### src/hw/gpu_ram_pkg.sv
package gpu_ram_pkg;

	localparam int NUM_PORTS      = 5;      // video ports, also clk cycles per pixel
	localparam int ADDR_W         = 20;     // video and host address width
	localparam int CMD_W          = 32;     // per-port command word
	localparam int PIX_W          = 16;     // video data word
	localparam int HOST_W         = 8;      // host data byte
	localparam int PHASE_W        = 3;      // enough for phases 0..NUM_PORTS-1

	localparam int RAM_ADDR_SIZE  = 11;     // byte address bits, 2 KB window
	localparam int RAM_WORDS      = 2 ** (RAM_ADDR_SIZE - 1); // 16-bit words in the RAM
	localparam int LANE_W         = RAM_ADDR_SIZE - 1;        // word index width

	// host window base, low RAM_ADDR_SIZE bits must stay zero
	localparam logic [ADDR_W-1:0] HOST_BASE_ADDRESS = 20'h0_8000;

	localparam int PIXEL_PIPE     = 3;      // pixel periods from sample to output
	localparam int CLK_CYCLES_MUX = 1;      // port_mux register stage
	localparam int CLK_CYCLES_RAM = 2;      // video read stages inside the RAM

	// pipe top so that port 0 sits here on the capture edge, port k at top-k
	localparam int DEMUX_PIPE_TOP = (((PIXEL_PIPE - 1) * NUM_PORTS) - 1)
		- CLK_CYCLES_MUX - CLK_CYCLES_RAM;

	localparam int FILL_W         = $clog2(PIXEL_PIPE + 1); // saturating fill counter

	typedef logic [ADDR_W-1:0]  addr_t;      // video or host address
	typedef logic [CMD_W-1:0]   cmd_t;       // command word, passed through untouched
	typedef logic [PIX_W-1:0]   pix_t;       // two bytes, even byte in the low lane
	typedef logic [HOST_W-1:0]  host_byte_t; // host data byte
	typedef logic [PHASE_W-1:0] phase_t;     // pixel phase index

endpackage

### src/hw/pixel_phase_ctrl.sv
`timescale 1ns/10ps

module pixel_phase_ctrl (
	input  logic                clk,
	input  logic                reset,
	output gpu_ram_pkg::phase_t phase,        // which port owns the RAM this cycle
	output logic                pixel_start,  // phase 0, new sample edge
	output logic                pix_valid     // one cycle after each valid output update
);

	localparam int FILL_W = gpu_ram_pkg::FILL_W;

	logic [FILL_W-1:0] fill_cnt;   // pixel starts seen so far, saturates
	logic [FILL_W-1:0] fill_nxt;   // count including the start at this edge

	assign pixel_start = (phase == '0);

	always_comb begin
		fill_nxt = fill_cnt;
		if (pixel_start && (fill_cnt != FILL_W'(gpu_ram_pkg::PIXEL_PIPE))) begin
			fill_nxt = fill_cnt + 1'b1; // stop counting once filled
		end
	end

	always_ff @(posedge clk) begin
		if (reset) begin
			phase     <= '0;
			fill_cnt  <= '0;
			pix_valid <= 1'b0;
		end else begin
			if (phase == gpu_ram_pkg::phase_t'(gpu_ram_pkg::NUM_PORTS - 1)) begin
				phase <= '0;            // wrap 4 -> 0
			end else begin
				phase <= phase + 1'b1;
			end
			fill_cnt <= fill_nxt;
			// the PIXEL_PIPE-th start is the first edge that loads real results
			pix_valid <= pixel_start && (fill_nxt == FILL_W'(gpu_ram_pkg::PIXEL_PIPE));
		end
	end

	// phase must stay inside the port range or the mux picks a missing latch
	a_phase_range: assert property (@(posedge clk) disable iff (reset)
		phase <= gpu_ram_pkg::phase_t'(gpu_ram_pkg::NUM_PORTS - 1));

endmodule

### config.mk
export PLATFORM = sky130hd
export DESIGN_NAME = pixel_phase_ctrl
export DESIGN_NICKNAME = d
export VERILOG_FILES = /design/src/hw/gpu_ram_pkg.sv /design/src/hw/pixel_phase_ctrl.sv
export SDC_FILE = /design/constraint.sdc
export NUM_CORES = 1
export LEC_CHECK = 0
export BUFFER_PORTS_ARGS = -buffer_cell sky130_fd_sc_hd__buf_2
export CAP_MARGIN = 20
export CORE_AREA = 2 2 39 41
export CTS_CLUSTER_SIZE = 28
export DETAILED_ROUTE_END_ITERATION = 8
export DIE_AREA = 0 0 41 43
export SETUP_SLACK_MARGIN = 0.02
export SLEW_MARGIN = 20
export SYNTH_ARGS = -nofsm -noshare
export SYNTH_HDL_FRONTEND = slang
export SYNTH_SLANG_ARGS = --single-unit
### constraint.sdc
create_clock -name clk -period 1.3 [get_ports clk]
set_input_delay 0.195 -clock clk [delete_from_list [all_inputs] [get_ports clk]]
set_output_delay 0.195 -clock clk [all_outputs]
set_load 0.02 [all_outputs]
=== After elaboration in Yosys (flattened, before gate mapping) ===
Cells that the tools add are included.

* Memory bits (writable): 0
* Bits in registers: 6
* Memories: 0
* Input bits: 2
* Output and inout port bits: 5
* Latch bits: 0
* Memory bits (read-only): 0

* Shifts and indexed selects: 0
* Order comparisons: 0
* Reductions and logical operators: 4
* Div/mod/pow operators: 0
* Mux-type cells: 1
* Bitwise gates (word level): 0
* Add/sub/neg operators: 2
* $mul: 0
* Eq/ne operators: 3

{| class="wikitable"
|+ Operators by type and width
! cell !! number
|-
| 3-bit by 1-bit adder with 3-bit output, second input constant || 1
|-
| 3-bit == test, second input constant || 1
|-
| 3-bit logical NOT || 1
|-
| 2-bit by 1-bit adder with 2-bit output, second input constant || 1
|-
| 2-bit == test, second input constant || 1
|-
| 1-bit logical AND || 2
|-
| 2-bit two-way mux || 1
|-
| 2-bit inequality test, second input constant || 1
|-
| 2-bit OR reduction || 1
|}

=== Longest topological paths before layout ===
* Depth after elaboration: 5
* Mapped depth: 4
* Depth with buffers taken out: 4

=== Least setup slack after synthesis ===
No wires, ideal clock.

* Path kind: reg-to-reg
* From: register phase[0]
* To: register fill_cnt[0]
* Setup time: 0.121 ns
* Setup slack: -0.108 ns
* Cell stages (with the launch flop): 5
* Path buffers: 0
* Arrival time: 1.288 ns
* Path through: dfxtp_1 inv_1 ha_1 nor3b_1 mux2_2

* Cells in the longest elaborated chain, start to end: 3

{| class="wikitable"
|+ RTL lines
! what !! line !! source
|-
| start: declaration || pixel_phase_ctrl.sv:6 || <nowiki>output gpu_ram_pkg::phase_t phase,</nowiki>
|-
| start signal: assignment || pixel_phase_ctrl.sv:34 || <nowiki>phase <= phase + 1'b1;</nowiki>
|-
| 3-bit logical NOT || pixel_phase_ctrl.sv:16 || <nowiki>assign pixel_start = (phase == '0);</nowiki>
|-
| 1-bit logical AND || pixel_phase_ctrl.sv:20 || <nowiki>if (pixel_start && (fill_cnt != FILL_W'(gpu_ram_pkg::PIXEL_PIPE))) begin</nowiki>
|-
| 2-bit two-way mux || pixel_phase_ctrl.sv:20 ||
|-
| end signal: assignment || pixel_phase_ctrl.sv:36 || <nowiki>fill_cnt <= fill_nxt;</nowiki>
|-
| end: declaration || pixel_phase_ctrl.sv:13 || <nowiki>logic [FILL_W-1:0] fill_cnt;</nowiki>
|}

Every way passes these cells.
A chain may end at the register's enable or synchronous reset.

=== Worst setup path after layout ===
* From: register fill_cnt[0]
* To: register pix_valid

* Cells in the longest elaborated chain, start to end: 5
* Elaborated cells between the ends (all ways): 6
* Those cells by class: add/sub (1); eq/ne (2); mux (1); reduce/logical (2)

{| class="wikitable"
|+ RTL lines
! what !! line !! source
|-
| parallel branches: the longest is 2 deep, another holds 2-bit by 1-bit adder with 2-bit output || n/a ||
|-
| 2-bit two-way mux * || pixel_phase_ctrl.sv:20 ||
|-
| 2-bit == test * || pixel_phase_ctrl.sv:38 || <nowiki>pix_valid <= pixel_start && (fill_nxt == FILL_W'(gpu_ram_pkg::PIXEL_PIPE));</nowiki>
|-
| 1-bit logical AND * || pixel_phase_ctrl.sv:38 ||
|-
| end signal: assignment || pixel_phase_ctrl.sv:38 ||
|-
| end: declaration || pixel_phase_ctrl.sv:8 || <nowiki>output logic pix_valid</nowiki>
|}

Every way passes the cells marked *.

==> impl_metrics.tcl <==
set metrics [dict create \
    die_x_um 41 \
    worstPathCellList "ha_4 > or3b_4 > a2111oi_4" \
    ioPinCount 7 \
    hold_start "reset" \
    num_antenna_cells 0 \
    ys_warn_count 0 \
    power_mw 0.6637 \
    power.density_nw_per_um2 1445 \
    synth_xor_area_frac 0 \
    crit_type "register to register" \
    multi_input_area_um2 216.5 \
    slowest_delay_ns 0.38 \
    holdWs_ns 0.2207 \
    hold_viol 0 \
    clk_latency_ns 0.24 \
    p_leak_nw 0.1929 \
    hold_class "primary input to register" \
    run_status "finished with violations" \
    setup_ws_ns -0.05278 \
    drtIter0Drc 2 \
    cts_tree "yes" \
    dieArea_um2 1763 \
    setup_viol 1 \
    portBuffers 6 \
    cp.buffers_inverters 0 \
    fillers 153 \
    cts_buffers 3 \
    grt_max_degree 8 \
    synth_compound_area_frac 0.08621 \
    crit_family "simple AND/OR/NAND/NOR gates" \
    drive_above_1_share 0.6429 \
    end_kind "register" \
    cts_hold_buf 0 \
    grt_pass1_vias 236 \
    timing.rr.start "fill_cnt[0]" \
    nNetsFinal 48 \
    drtAntennaViolNets 0 \
    antenna_found_initial 0 \
    cpMaxStageDelayCell "or3b_4" \
    avgSynthCellArea_um2 10.01 \
    wl_per_cell_um 9.776 \
    ir_worst_vdd_uv 564.5 \
    dp_hpwl_um 388.1 \
    worstSetupStartpoint "fill_cnt[0]" \
    worst_slew_pin_slew_ns 0.3372 \
    syn_nets 34 \
    drv_cap 0 \
    rows 14 \
    period_share 1.041 \
    clk_pin_slew_worst_paths_ns 0.05 \
    cts_root_buf "clkbuf_4" \
    drc 0 \
    vias_per_cell 4.207 \
    grt_usage 0.08016 \
    crit_path_start_kind "register" \
    drtPass1Iterations 2 \
    synth-adder-area-share 0.1293 \
    finClkSkew_ns 0.003897 \
    drv_slew 0 \
    place_congestion 0.6240 \
    htreeDepth 1 \
    gr-total-overflow 0 \
    seq_area_um2 127.6 \
    ys_ff_latch 6 \
    grt_pass1_wl_um 924 \
    synth_cells 29 \
    fp.dieH_um 43 \
    cts_sinks 6 \
    postCtsSetupRepairBufs 0 \
    num_vias 244 \
    synthMuxAreaShare 0.07328 \
    min_period_ns 1.353 \
    synth_top_family_by_area "simple AND/OR/NAND/NOR gates" \
    area_growth_pct 58.19 \
    critical_path.max_fanout 2 \
    ys_types 15 \
    violations "setup timing" \
    slew_headroom 0.7749 \
    start_util 0.2098 \
    synth-seq-area-share 0.4138 \
    clockBufferDepth 2 \
    syn-cell-area_um2 290.3 \
    rsz0062_at_grt "yes" \
    max_freq_mhz 739.2 \
    coreArea_um2 1384 \
    finalWirelength_um 567 \
    yosys.area_share.simple 0.2586 \
    cp.required_ns 1.44 \
    arrival_ns 1.49 \
]
## layer usage
metal  vias up  wire [um]  GRT usage
met5         -          0          0
li1        123          -          -
met2         6        293     0.1156
met3         0         19    0.03141
met4         0          0    0.06000
met1       115        254    0.08946
## repair_timing
action                     CTS  global route
pin swaps                    2             0
gates resized for setup      8             4
setup endpoints to repair    3             3
## sequential cells by signal (all words and copies together), names as in the netlist
| register | count |
|---|---|
| phase | 3 |
| fill_cnt | 2 |
| pix_valid | 1 |
## cells in the final DEF, fill, tap and decap left out
cell / n
buf_4: 4
nand3_1: 1
a21oi_1: 2
a2111oi_4: 1
nor2_2: 1
clkbuf_1: 1
dfxtp_2: 3
and2_1: 2
dfxtp_4: 1
nand2b_1: 3
clkbuf_4: 3
or3b_2: 1
or3b_4: 1
ha_4: 2
nor2_1: 1
inv_4: 1
mux2i_1: 1
buf_2: 5
nor2b_1: 1
mux2_4: 1
dfxtp_1: 2
nor3b_4: 1
inv_2: 2
ha_1: 1
## Yosys cell counts
master     count  area, um2
dfxtp_1        6      120.1
nand3_1        1      5.000
nor2_1         2      7.510
or3b_1         1      8.760
a21oi_1        2      10.01
mux2_2         1      11.26
mux2i_1        1      10.01
or3b_2         1      8.760
nor2b_1        1      6.260
inv_1          3      11.26
nor3b_1        1      7.510
nand2b_1       3      18.77
a2111oi_2      1      15.01
ha_1           3      37.54
and2_1         2      12.51
## worst register-to-register path: stages, from the launching register on
cell and delay [ns]:
dfxtp_2 0.33, ha_4 0.26, or3b_4 0.38, a2111oi_4 0.29
## final timing paths
kind	to	cells after the start	slack, ns
worst max-delay path	pix_valid	3	-0.05
worst min-delay path	pix_valid	2	0.22
worst max register to register	pix_valid	3	-0.05
worst min register to register	phase[0]	2	0.55
## per-stage QoR
step | setup TNS (ns) | setup WS, ns | cells | util | cell area (um2)
2_1_floorplan | -0.0009781 | -0.0009781 | 29 | - | 315.3
3_3_place_gp | -0.007584 | -0.007584 | 54 | 0.2803 | 387.9
3_5_place_dp | -0.02666 | -0.02666 | 54 | 0.2803 | 387.9
4_1_cts | -0.04246 | -0.04246 | 58 | 0.3255 | 450.4
5_1_grt | -0.1073 | -0.09282 | 58 | 0.3318 | 459.2
6_report | -0.05278 | -0.05278 | 58 | 0.3318 | 459.2
## cell families (layout without fill, tap and decap cells)
group,after synthesis,count (layout)
AND/OR/NAND/NOR,12,12
flip-flops,6,6
buffers and inverters,3,16
AO/OA/AOI/OAI,3,3
adder cells (fa/ha/maj),3,3
multiplexers,2,2
## cell type report
| cell class | instances | area share |
|---|---|---|
| Multi-Input combinational cell | 20 | 0.4714 |
| Sequential cell | 6 | 0.2779 |
| Timing Repair Buffer | 9 | 0.1199 |
| Clock buffer | 4 | 0.05722 |
| Tap cell | 16 | 0.04360 |
| Inverter | 3 | 0.02997 |
## power breakdown
| group | internal (mW) | switching, mW | total (mW) |
|---|---|---|---|
| clock network | 0.117 | 0.0746 | 0.191 |
| logic | 0.134 | 0.101 | 0.235 |
| registers | 0.214 | 0.0237 | 0.238 |
Power figures use the tool's default switching activity.
