### config.mk
export PLATFORM = sky130hd
export DESIGN_NAME = realign_pipe
export DESIGN_NICKNAME = d
export VERILOG_FILES = /design/src/hw/gpu_ram_pkg.sv /design/src/hw/realign_pipe.sv
export SDC_FILE = /design/constraint.sdc
export NUM_CORES = 1
export LEC_CHECK = 0
export BUFFER_PORTS_ARGS = -buffer_cell sky130_fd_sc_hd__buf_4
export CORE_ASPECT_RATIO = 1.1
export CORE_MARGIN = 2
export CORE_UTILIZATION = 55
export CTS_BUF_LIST = sky130_fd_sc_hd__clkbuf_4 sky130_fd_sc_hd__clkbuf_8 sky130_fd_sc_hd__clkbuf_16
export DETAILED_ROUTE_END_ITERATION = 12
export PLACE_DENSITY = 0.75
export SYNTH_ARGS = -nofsm -noshare
export SYNTH_HDL_FRONTEND = slang
export SYNTH_SLANG_ARGS = --single-unit
### constraint.sdc
create_clock -name clk -period 0.9 [get_ports clk]
set_input_delay 0.18 -clock clk [delete_from_list [all_inputs] [get_ports clk]]
set_output_delay 0.18 -clock clk [all_outputs]
set_load 0.01 [all_outputs]
### src/hw/gpu_ram_pkg.sv
package gpu_ram_pkg;

	localparam int NUM_PORTS      = 5;      // video ports, also clk cycles per pixel
	localparam int ADDR_W         = 20;     // video and host address width
	localparam int CMD_W          = 32;     // per-port command word
	localparam int PIX_W          = 16;     // video data word
	localparam int HOST_W         = 8;      // host data byte
	localparam int PHASE_W        = 3;      // enough for phases 0..NUM_PORTS-1

	localparam int RAM_ADDR_SIZE  = 11;     // byte address bits, 2 KB window
	localparam int RAM_WORDS      = 2 ** (RAM_ADDR_SIZE - 1); // 16-bit words in the RAM
	localparam int LANE_W         = RAM_ADDR_SIZE - 1;        // word index width

	// host window base, low RAM_ADDR_SIZE bits must stay zero
	localparam logic [ADDR_W-1:0] HOST_BASE_ADDRESS = 20'h0_8000;

	localparam int PIXEL_PIPE     = 3;      // pixel periods from sample to output
	localparam int CLK_CYCLES_MUX = 1;      // port_mux register stage
	localparam int CLK_CYCLES_RAM = 2;      // video read stages inside the RAM

	// pipe top so that port 0 sits here on the capture edge, port k at top-k
	localparam int DEMUX_PIPE_TOP = (((PIXEL_PIPE - 1) * NUM_PORTS) - 1)
		- CLK_CYCLES_MUX - CLK_CYCLES_RAM;

	localparam int FILL_W         = $clog2(PIXEL_PIPE + 1); // saturating fill counter

	typedef logic [ADDR_W-1:0]  addr_t;      // video or host address
	typedef logic [CMD_W-1:0]   cmd_t;       // command word, passed through untouched
	typedef logic [PIX_W-1:0]   pix_t;       // two bytes, even byte in the low lane
	typedef logic [HOST_W-1:0]  host_byte_t; // host data byte
	typedef logic [PHASE_W-1:0] phase_t;     // pixel phase index

endpackage

### src/hw/realign_pipe.sv
`timescale 1ns/10ps

module realign_pipe #(
	parameter type payload_t = gpu_ram_pkg::pix_t  // data, address or command
) (
	input  logic     clk,
	input  logic     reset,
	input  logic     capture,                        // pixel start
	input  payload_t din,                            // serial results from the RAM
	output payload_t dout [gpu_ram_pkg::NUM_PORTS]   // port order, held between captures
);

	localparam int TOP = gpu_ram_pkg::DEMUX_PIPE_TOP;

	payload_t pipe [TOP:0];  // entry 0 newest

	// shift every cycle, the pipeline never stalls
	always_ff @(posedge clk) begin
		if (reset) begin
			for (int i = 0; i <= TOP; i++) begin
				pipe[i] <= '0;  // keeps early captures at zero
			end
		end else begin
			pipe[0] <= din;
			for (int i = 1; i <= TOP; i++) begin
				pipe[i] <= pipe[i-1];
			end
		end
	end

	// port 0 is the oldest entry on a capture edge, port k sits k places below
	always_ff @(posedge clk) begin
		if (reset) begin
			for (int k = 0; k < gpu_ram_pkg::NUM_PORTS; k++) begin
				dout[k] <= '0;
			end
		end else if (capture) begin
			for (int k = 0; k < gpu_ram_pkg::NUM_PORTS; k++) begin
				dout[k] <= pipe[TOP - k];
			end
		end
	end

endmodule

# [Word level (Yosys, flattened, before mapping)]
# Memory sizes are Yosys's and may differ from the RTL's. A register that Yosys moved wholly into a read port is not among the register bits.
# Index checks and enable logic that the tools add are counted.
[op_classes] n_mux=10 bitwise_logic=7
[ops] op="16-bit two-way mux" n=7
[ops] op="1-bit OR" n=7
[ops] op="1-bit two-way mux" n=3
[word_totals] regBits=64 ramBits=112 input_bits=19 out_inout_bits=80 elab_cells=22 memories=1
[mem_list] name="pipe" words=7 word_bits=16 read_ports=7 rd_ports_with_merged_regs=1 write_ports=7 line_no="realign_pipe.sv:15" source="payload_t pipe [TOP:0];"

# [Logic depth before layout (Yosys ltp)]
# Gate-level depths: netlist of the first run.
[logic_depth] depth_word=3 mapped_depth=4 depth_no_buf=2

# [Least setup slack after synthesis of the first run]
# No wires, ideal clock.
[synth_path] kind="input-to-reg" from="input port capture" to="register dout[0] (netlist name) (read register of pipe)" arrival_time_ns=0.698 setup_slack_ns=0.088 stages=4 cell_sequence="buf_6 buf_8 mux2i_1 nor2_1"
[synth_rtl] element="start, declared" line_no="realign_pipe.sv:8" source="input logic capture,"
[synth_rtl] element="end, declared" line_no="realign_pipe.sv:10" source="output payload_t dout [gpu_ram_pkg::NUM_PORTS]"

# [Final worst setup path of the first run]
[layout_path] from="register dout[51] (netlist name) (read register of pipe)" to="output port dout[51] (netlist name)"
# No word-level cell between the ends.

==> results_dict.tcl, run 1 <==
set metrics [dict create \
    powerDensity_mw_per_mm2 2020 \
    setup_violations 80 \
    ys.flop_type "dfxtp_1" \
    nNetsFinal 654 \
    antenna_found_initial 0 \
    fp.coreArea_mm2 0.0104 \
    vias 3591 \
    cts_tree "built" \
    path_clk_slew_ns 0.07 \
    post-synth-top-count-cell "dfxtp_1" \
    path_buf_inv 1 \
    track_usage 0.180 \
    syn_inst 494 \
    worst_clock_skew_ns 0.00782 \
    yosysSeqAreaShare 0.651 \
    syn2layout_area_growth_pct 36.5 \
    netlist_area_mm2 0.00591 \
    cpMaxStageDelayCell "dfxtp_2" \
    synth_warnings 0 \
    grt_pass1_wl_mm 16.1 \
    slew_viol_final 0 \
    vdd_drop_max_uv 1380 \
    rsz0062_at_grt "true" \
    cp_top_family "flip-flops" \
    synth_top_cells_by_count "dfxtp_1 (192), nor2b_1 (112), mux2i_1 (80), nor2_1 (80), buf_2 (10)" \
    synth_area_leaders "dfxtp_1 (65%), mux2i_1 (14%), nor2b_1 (12%)" \
    holdWs_ns 0.194 \
    cts_buffers 17 \
    die_w_um 103 \
    status "finished with violations" \
    failed_checks "setup timing" \
    ctsHtreeMaxLevel 4 \
    cp_cell_sequence "buf_6" \
    die_h_um 113 \
    syn_area_per_cell_um2 12.0 \
    worstSetupPathType "flip-flop to primary output" \
    slew_headroom 0.835 \
    grt_overflow 0 \
    fin_crit_sh 1.18 \
    cp.arrival_ns 0.88 \
    critical_path.endpoint_type "primary output" \
    final.min_clock_period_ns 1.06 \
    p_leak_nw 3.58 \
    start_kind "flip-flop" \
    first_global_vias 3417 \
    routabilityCongestion 0.761 \
    ys_ff_latch 192 \
    finalWirelength_mm 9.95 \
    cts-root-buf "clkbuf_16" \
    yosysTopAreaCellShare 0.651 \
    async_flop_share 0 \
    io_pins 99 \
    dieArea_mm2 0.0116 \
    fillers 683 \
    pre_cts_ws_ns -0.119 \
    cts_buffer_depth 2 \
    row_count 39 \
    hold_violations 0 \
    wire_per_inst_um 12.6 \
    grt_max_degree 50 \
    drt_pass1_iterations 4 \
    max_slew.worst_pin.slew_ns 0.248 \
    cp_max_fo 2 \
    viasPerCell 4.54 \
    insertedDiodeCount 0 \
    cts_sinks 192 \
    port_buffers 98 \
    hold_path_class "input port to flip-flop" \
    drc 0 \
    critPathMaxStageDelay_ns 0.36 \
    insertion_delay_ns 0.41 \
    synth_top_cell_by_area "dfxtp_1" \
    cap_violations 0 \
    crit_required_ns 0.72 \
    synth_edf_count 0 \
    syn-num-nets 513 \
    timing.fmax_ghz 0.945 \
    drive_above_1_share 0.383 \
    ant_nets 0 \
    initial_core_util 0.566 \
    drtIter0Drc 85 \
    setup_ws_ns -0.158 \
    hpwl_mm 5.99 \
    yosys.cell_types.count 9 \
]
cells by family after synthesis:
family	synth area share
muxes	0.136
buffers and inverters	0.0441
and+or+nand+nor	0.169
DFF	0.651
cell usage in the layout (no fill, tap or decap):
cell | synthesis | final
nor2b_1 | 112 | 112
dfxtp_1 | 192 | 112
buf_6 | 2 | 81
mux2i_1 | 80 | 80
nor2_1 | 80 | 80
dfxtp_2 | 0 | 80
buf_4 | 8 | 48
clkbuf_16 | 0 | 17
dlygate4sd3_1 | 0 | 16
buf_12 | 0 | 7
clkinv_4 | 0 | 5
inv_6 | 0 | 5
clkbuf_8 | 0 | 3
clkinvlp_4 | 0 | 1
clkinv_2 | 0 | 1
cell type report:
| class | instances | area, um^2 | area share |
|---|---|---|---|
| Clock buffer | 20 | 467 | 0.0579 |
| Clock inverter | 12 | 100 | 0.0124 |
| Multi-Input combinational cell | 272 | 1800 | 0.223 |
| Sequential cell | 192 | 3940 | 0.489 |
| Tap cell | 143 | 179 | 0.0222 |
| Timing Repair Buffer | 152 | 1570 | 0.195 |
routing by layer:
metal	global-route usage	routed length (um)	vias to the layer above
li1	-	-	1842
met1	0.229	4570	1669
met2	0.285	4810	74
met3	0.0672	499	6
met4	0.0579	75	0
met5	0	0	-
metrics by stage:
step	cells	total power (W)	area (um^2)	TNS (ns)	utilization
3_3_place_gp	719	0.00944	6760	-3.50	0.647
6_report	791	0.0163	8060	-10.46	0.772
4_1_cts	784	0.0165	8010	-11.84	0.767
2_1_floorplan	494	0.00930	5910	0	-
3_5_place_dp	719	0.00946	6760	-5.20	0.647
5_1_grt	791	0.0169	8060	-13.50	0.772
repair_timing:
| action | CTS | global route |
|---|---|---|
| setup buffers | 17 | 7 |
| hold buffers | 16 | 0 |
| endpoints found under the setup margin | 80 | 80 |
| gates cloned | 0 | 0 |
| resized for setup | 160 | 0 |
| endpoints found under the hold margin | 16 | 0 |
sequential cells by signal, summed over array words and instances, names as in the netlist:
name / count
dout: 80
pipe: 112
path summary, 6_finish.rpt:
kind / cells past startpoint / from / slack [ns] / endpoint
hold reg to reg: 1 / pipe[1][7] / 0.44 / pipe[2][7]
setup / recovery: 1 / dout[51] / -0.16 / dout[51]
hold / removal: 3 / reset / 0.19 / dout[70]
setup reg to reg: 4 / dout[47] / 0.02 / dout[47]
report_power, final:
part	internal [W]	switching [W]	leakage [nW]
Sequential	0.00863	0.0000494	1.60
Clock	0.00382	0.00314	0.278
Combinational	0.000364	0.000307	1.71
Total	0.0128	0.00350	3.58
Power figures use the tool's default switching activity.
==> run 2, diff against run 1 <==
==> config.mk (replaced) <==
export PLATFORM = sky130hd
export DESIGN_NAME = realign_pipe
export DESIGN_NICKNAME = d
export VERILOG_FILES = /design/src/hw/gpu_ram_pkg.sv /design/src/hw/realign_pipe.sv
export SDC_FILE = /design/constraint.sdc
export NUM_CORES = 1
export LEC_CHECK = 0
export CORE_ASPECT_RATIO = 1.1
export CORE_MARGIN = 2
export CORE_UTILIZATION = 55
export CTS_BUF_LIST = sky130_fd_sc_hd__clkbuf_8
export DETAILED_ROUTE_END_ITERATION = 12
export DONT_BUFFER_PORTS = 1
export PLACE_DENSITY = 0.67
export SYNTH_ARGS = -nofsm -noshare
export SYNTH_HDL_FRONTEND = slang
export SYNTH_SLANG_ARGS = --single-unit
==> run 2 against run 1 <==
- critical endpoint is now dout[37]
- routed wire length decreased by 17%
- worst setup slack improved by 0.058 ns
- register-to-register slack improved by 0.23 ns
- sequential power decreased by 0.9%
- the flow finishes with violations (hold timing, setup timing)
- design area decreased by 18%
- non-clock buffer count decreased by 136
- via count decreased by 16%
- critical path depth decreased by 1
- global-route usage decreased by 2.8 points
- clock skew about the same
- clock power decreased by 15%
==> results_dict.tcl, run 2 (synthesis results as in run 1) <==
set metrics [dict create \
    fin_crit_sh 1.11 \
    p_sw_w 0.00295 \
    vdd_drop_max_uv 1350 \
    setup_ws_ns -0.100 \
    p_int_w 0.0118 \
    cts_buffer_depth 2 \
    comb_power_share 0.016 \
    cts_sinks 192 \
    crit_required_ns 0.72 \
    status "finished with violations" \
    finish.instance_area_mm2 0.00659 \
    clkPwrFrac 0.402 \
    largest_register_ffs 112 \
    routabilityCongestion 0.758 \
    cts_tree "built" \
    holdWs_ns -0.210 \
    nNetsFinal 518 \
    ctsHoldBuffers 16 \
    syn2layout_area_growth_pct 11.7 \
    first_global_vias 2820 \
    worst_clock_skew_ns 0.00831 \
    cp_max_fo 2 \
    io_pins 99 \
    min_from "reset" \
    slew_viol_final 0 \
    critical_path.endpoint_type "primary output" \
    r2r_start "dout[53]" \
    hold_violations 176 \
    vias 3033 \
    rrSetupSlack_ns 0.25 \
    failed_checks "hold timing, setup timing" \
    port_buffers 0 \
    multi_input_area_mm2 0.00180 \
    whs_path_depth 1 \
    drc 0 \
    ctsHtreeMaxLevel 4 \
    timing.fmax_ghz 1.00 \
    cts-root-buf "clkbuf_8" \
    cap_violations 0 \
    grt_max_degree 193 \
    final_cell_mix "nor2b_1 (112), dfxtp_1 (112), mux2i_1 (80), nor2_1 (80), dfxtp_2 (51)" \
    finalWirelength_mm 8.30 \
    start_kind "flip-flop" \
    initial_core_util 0.566 \
    cp.arrival_ns 0.82 \
    r2r_cells 2 \
    p_sw_frac 0.200 \
    fillers 840 \
    die_h_um 113 \
    place_area_mm2 0.00582 \
    path_clk_slew_ns 0.09 \
    p_leak_nw 2.75 \
    final.min_clock_period_ns 1.00 \
    regArea_mm2 0.00402 \
    setup_violations 80 \
    drt_pass1_iterations 4 \
    drive_above_1_share 0.217 \
    grt_pass1_wl_mm 13.5 \
    fp.coreArea_mm2 0.0104 \
    row_count 39 \
    insertedDiodeCount 0 \
    antenna_found_initial 0 \
    track_usage 0.152 \
    hpwl_mm 4.85 \
    reg_top3 "pipe (112), dout (80)" \
    ant_nets 0 \
    hold_path_end "dout[64]" \
    hold_path_class "input port to flip-flop" \
    viasPerCell 4.63 \
    cts_buffers 17 \
    postCtsSetupRepairBufs 0 \
    grt_overflow 0 \
    slew_headroom 0.873 \
    max_slew.worst_pin.slew_ns 0.191 \
    wire_per_inst_um 12.7 \
    r2r-end "dout[53]" \
    rsz0062_at_grt "true" \
    die_w_um 103 \
    powerDensity_mw_per_mm2 2240 \
    seqPwrFrac 0.583 \
    fin_total_pwr_w 0.0148 \
    max_flop_register "pipe" \
    worstSetupPathType "flip-flop to primary output" \
    dieArea_mm2 0.0116 \
    drtIter0Drc 130 \
    insertion_delay_ns 0.43 \
]
==> run 2: changes by cell type in the layout (fill, tap and decap cells not counted), sizes merged <==
cell	delta
inv	+3
clkinv	-4
clkbuf	-3
bufinv	+4
buf	-136
==> run 2: metal layers <==
layer	share of wire	vias up	global-route usage
met4	0.026	0	0.0746
met3	0.076	17	0.0766
met2	0.46	77	0.233
met1	0.44	1367	0.176
li1	-	1572	-
met5	0	-	0
==> run 2: repair_timing <==
action                                  CTS  global route
endpoints found under the hold margin   192           176
endpoints found under the setup margin   80            80
gates resized for setup                  93            16
==> run 2: how the worst max path moves through the flow <==
| stage | slack [ns] | end | startpoint | cells after the start |
|---|---|---|---|---|
| after floorplan | 0.09 | dout[0] | capture | 4 |
| after global placement | 0.26 | dout[21] | dout[21] | 2 |
| after detailed placement | 0.23 | dout[37] | dout[37] | 2 |
| after CTS | -0.14 | dout[37] | dout[37] | 0 |
| after global routing | -0.16 | dout[57] | dout[57] | 0 |
| final | -0.10 | dout[37] | dout[37] | 0 |
==> run 2: cell type report <==
class	instances	area share
multi-input cells	272	0.273
clock buffers	17	0.0355
flip-flops and latches	192	0.609
repair buffers	16	0.0243
clock inverters	15	0.0307
well taps	143	0.0271
==> run 2: metrics by stage <==
| stage | hold WS [ns] | TNS, ns | std cells | setup WS (ns) | util |
|---|---|---|---|---|---|
| after detailed placement | 0.270 | 0 | 607 | 0.230 | 0.558 |
| after CTS | -0.234 | -9.89 | 655 | -0.140 | 0.628 |
| after global routing | -0.257 | -11.40 | 655 | -0.158 | 0.631 |
| after floorplan | 0.308 | 0 | 494 | 0.0877 | - |
| after global placement | 0.265 | 0 | 607 | 0.262 | 0.558 |
| final | -0.210 | -6.70 | 655 | -0.100 | 0.631 |
==> run 2: power groups by stage <==
| stage | registers (W) | logic [W] | clock network [W] |
|---|---|---|---|
| floorplan | 0.00886 | 0.000436 | 0 |
| finish | 0.00860 | 0.000230 | 0.00592 |
| global route | 0.00862 | 0.000254 | 0.00649 |
| CTS | 0.00865 | 0.000232 | 0.00613 |
| global placement | 0.00888 | 0.000177 | 0 |
| detailed placement | 0.00888 | 0.000180 | 0 |
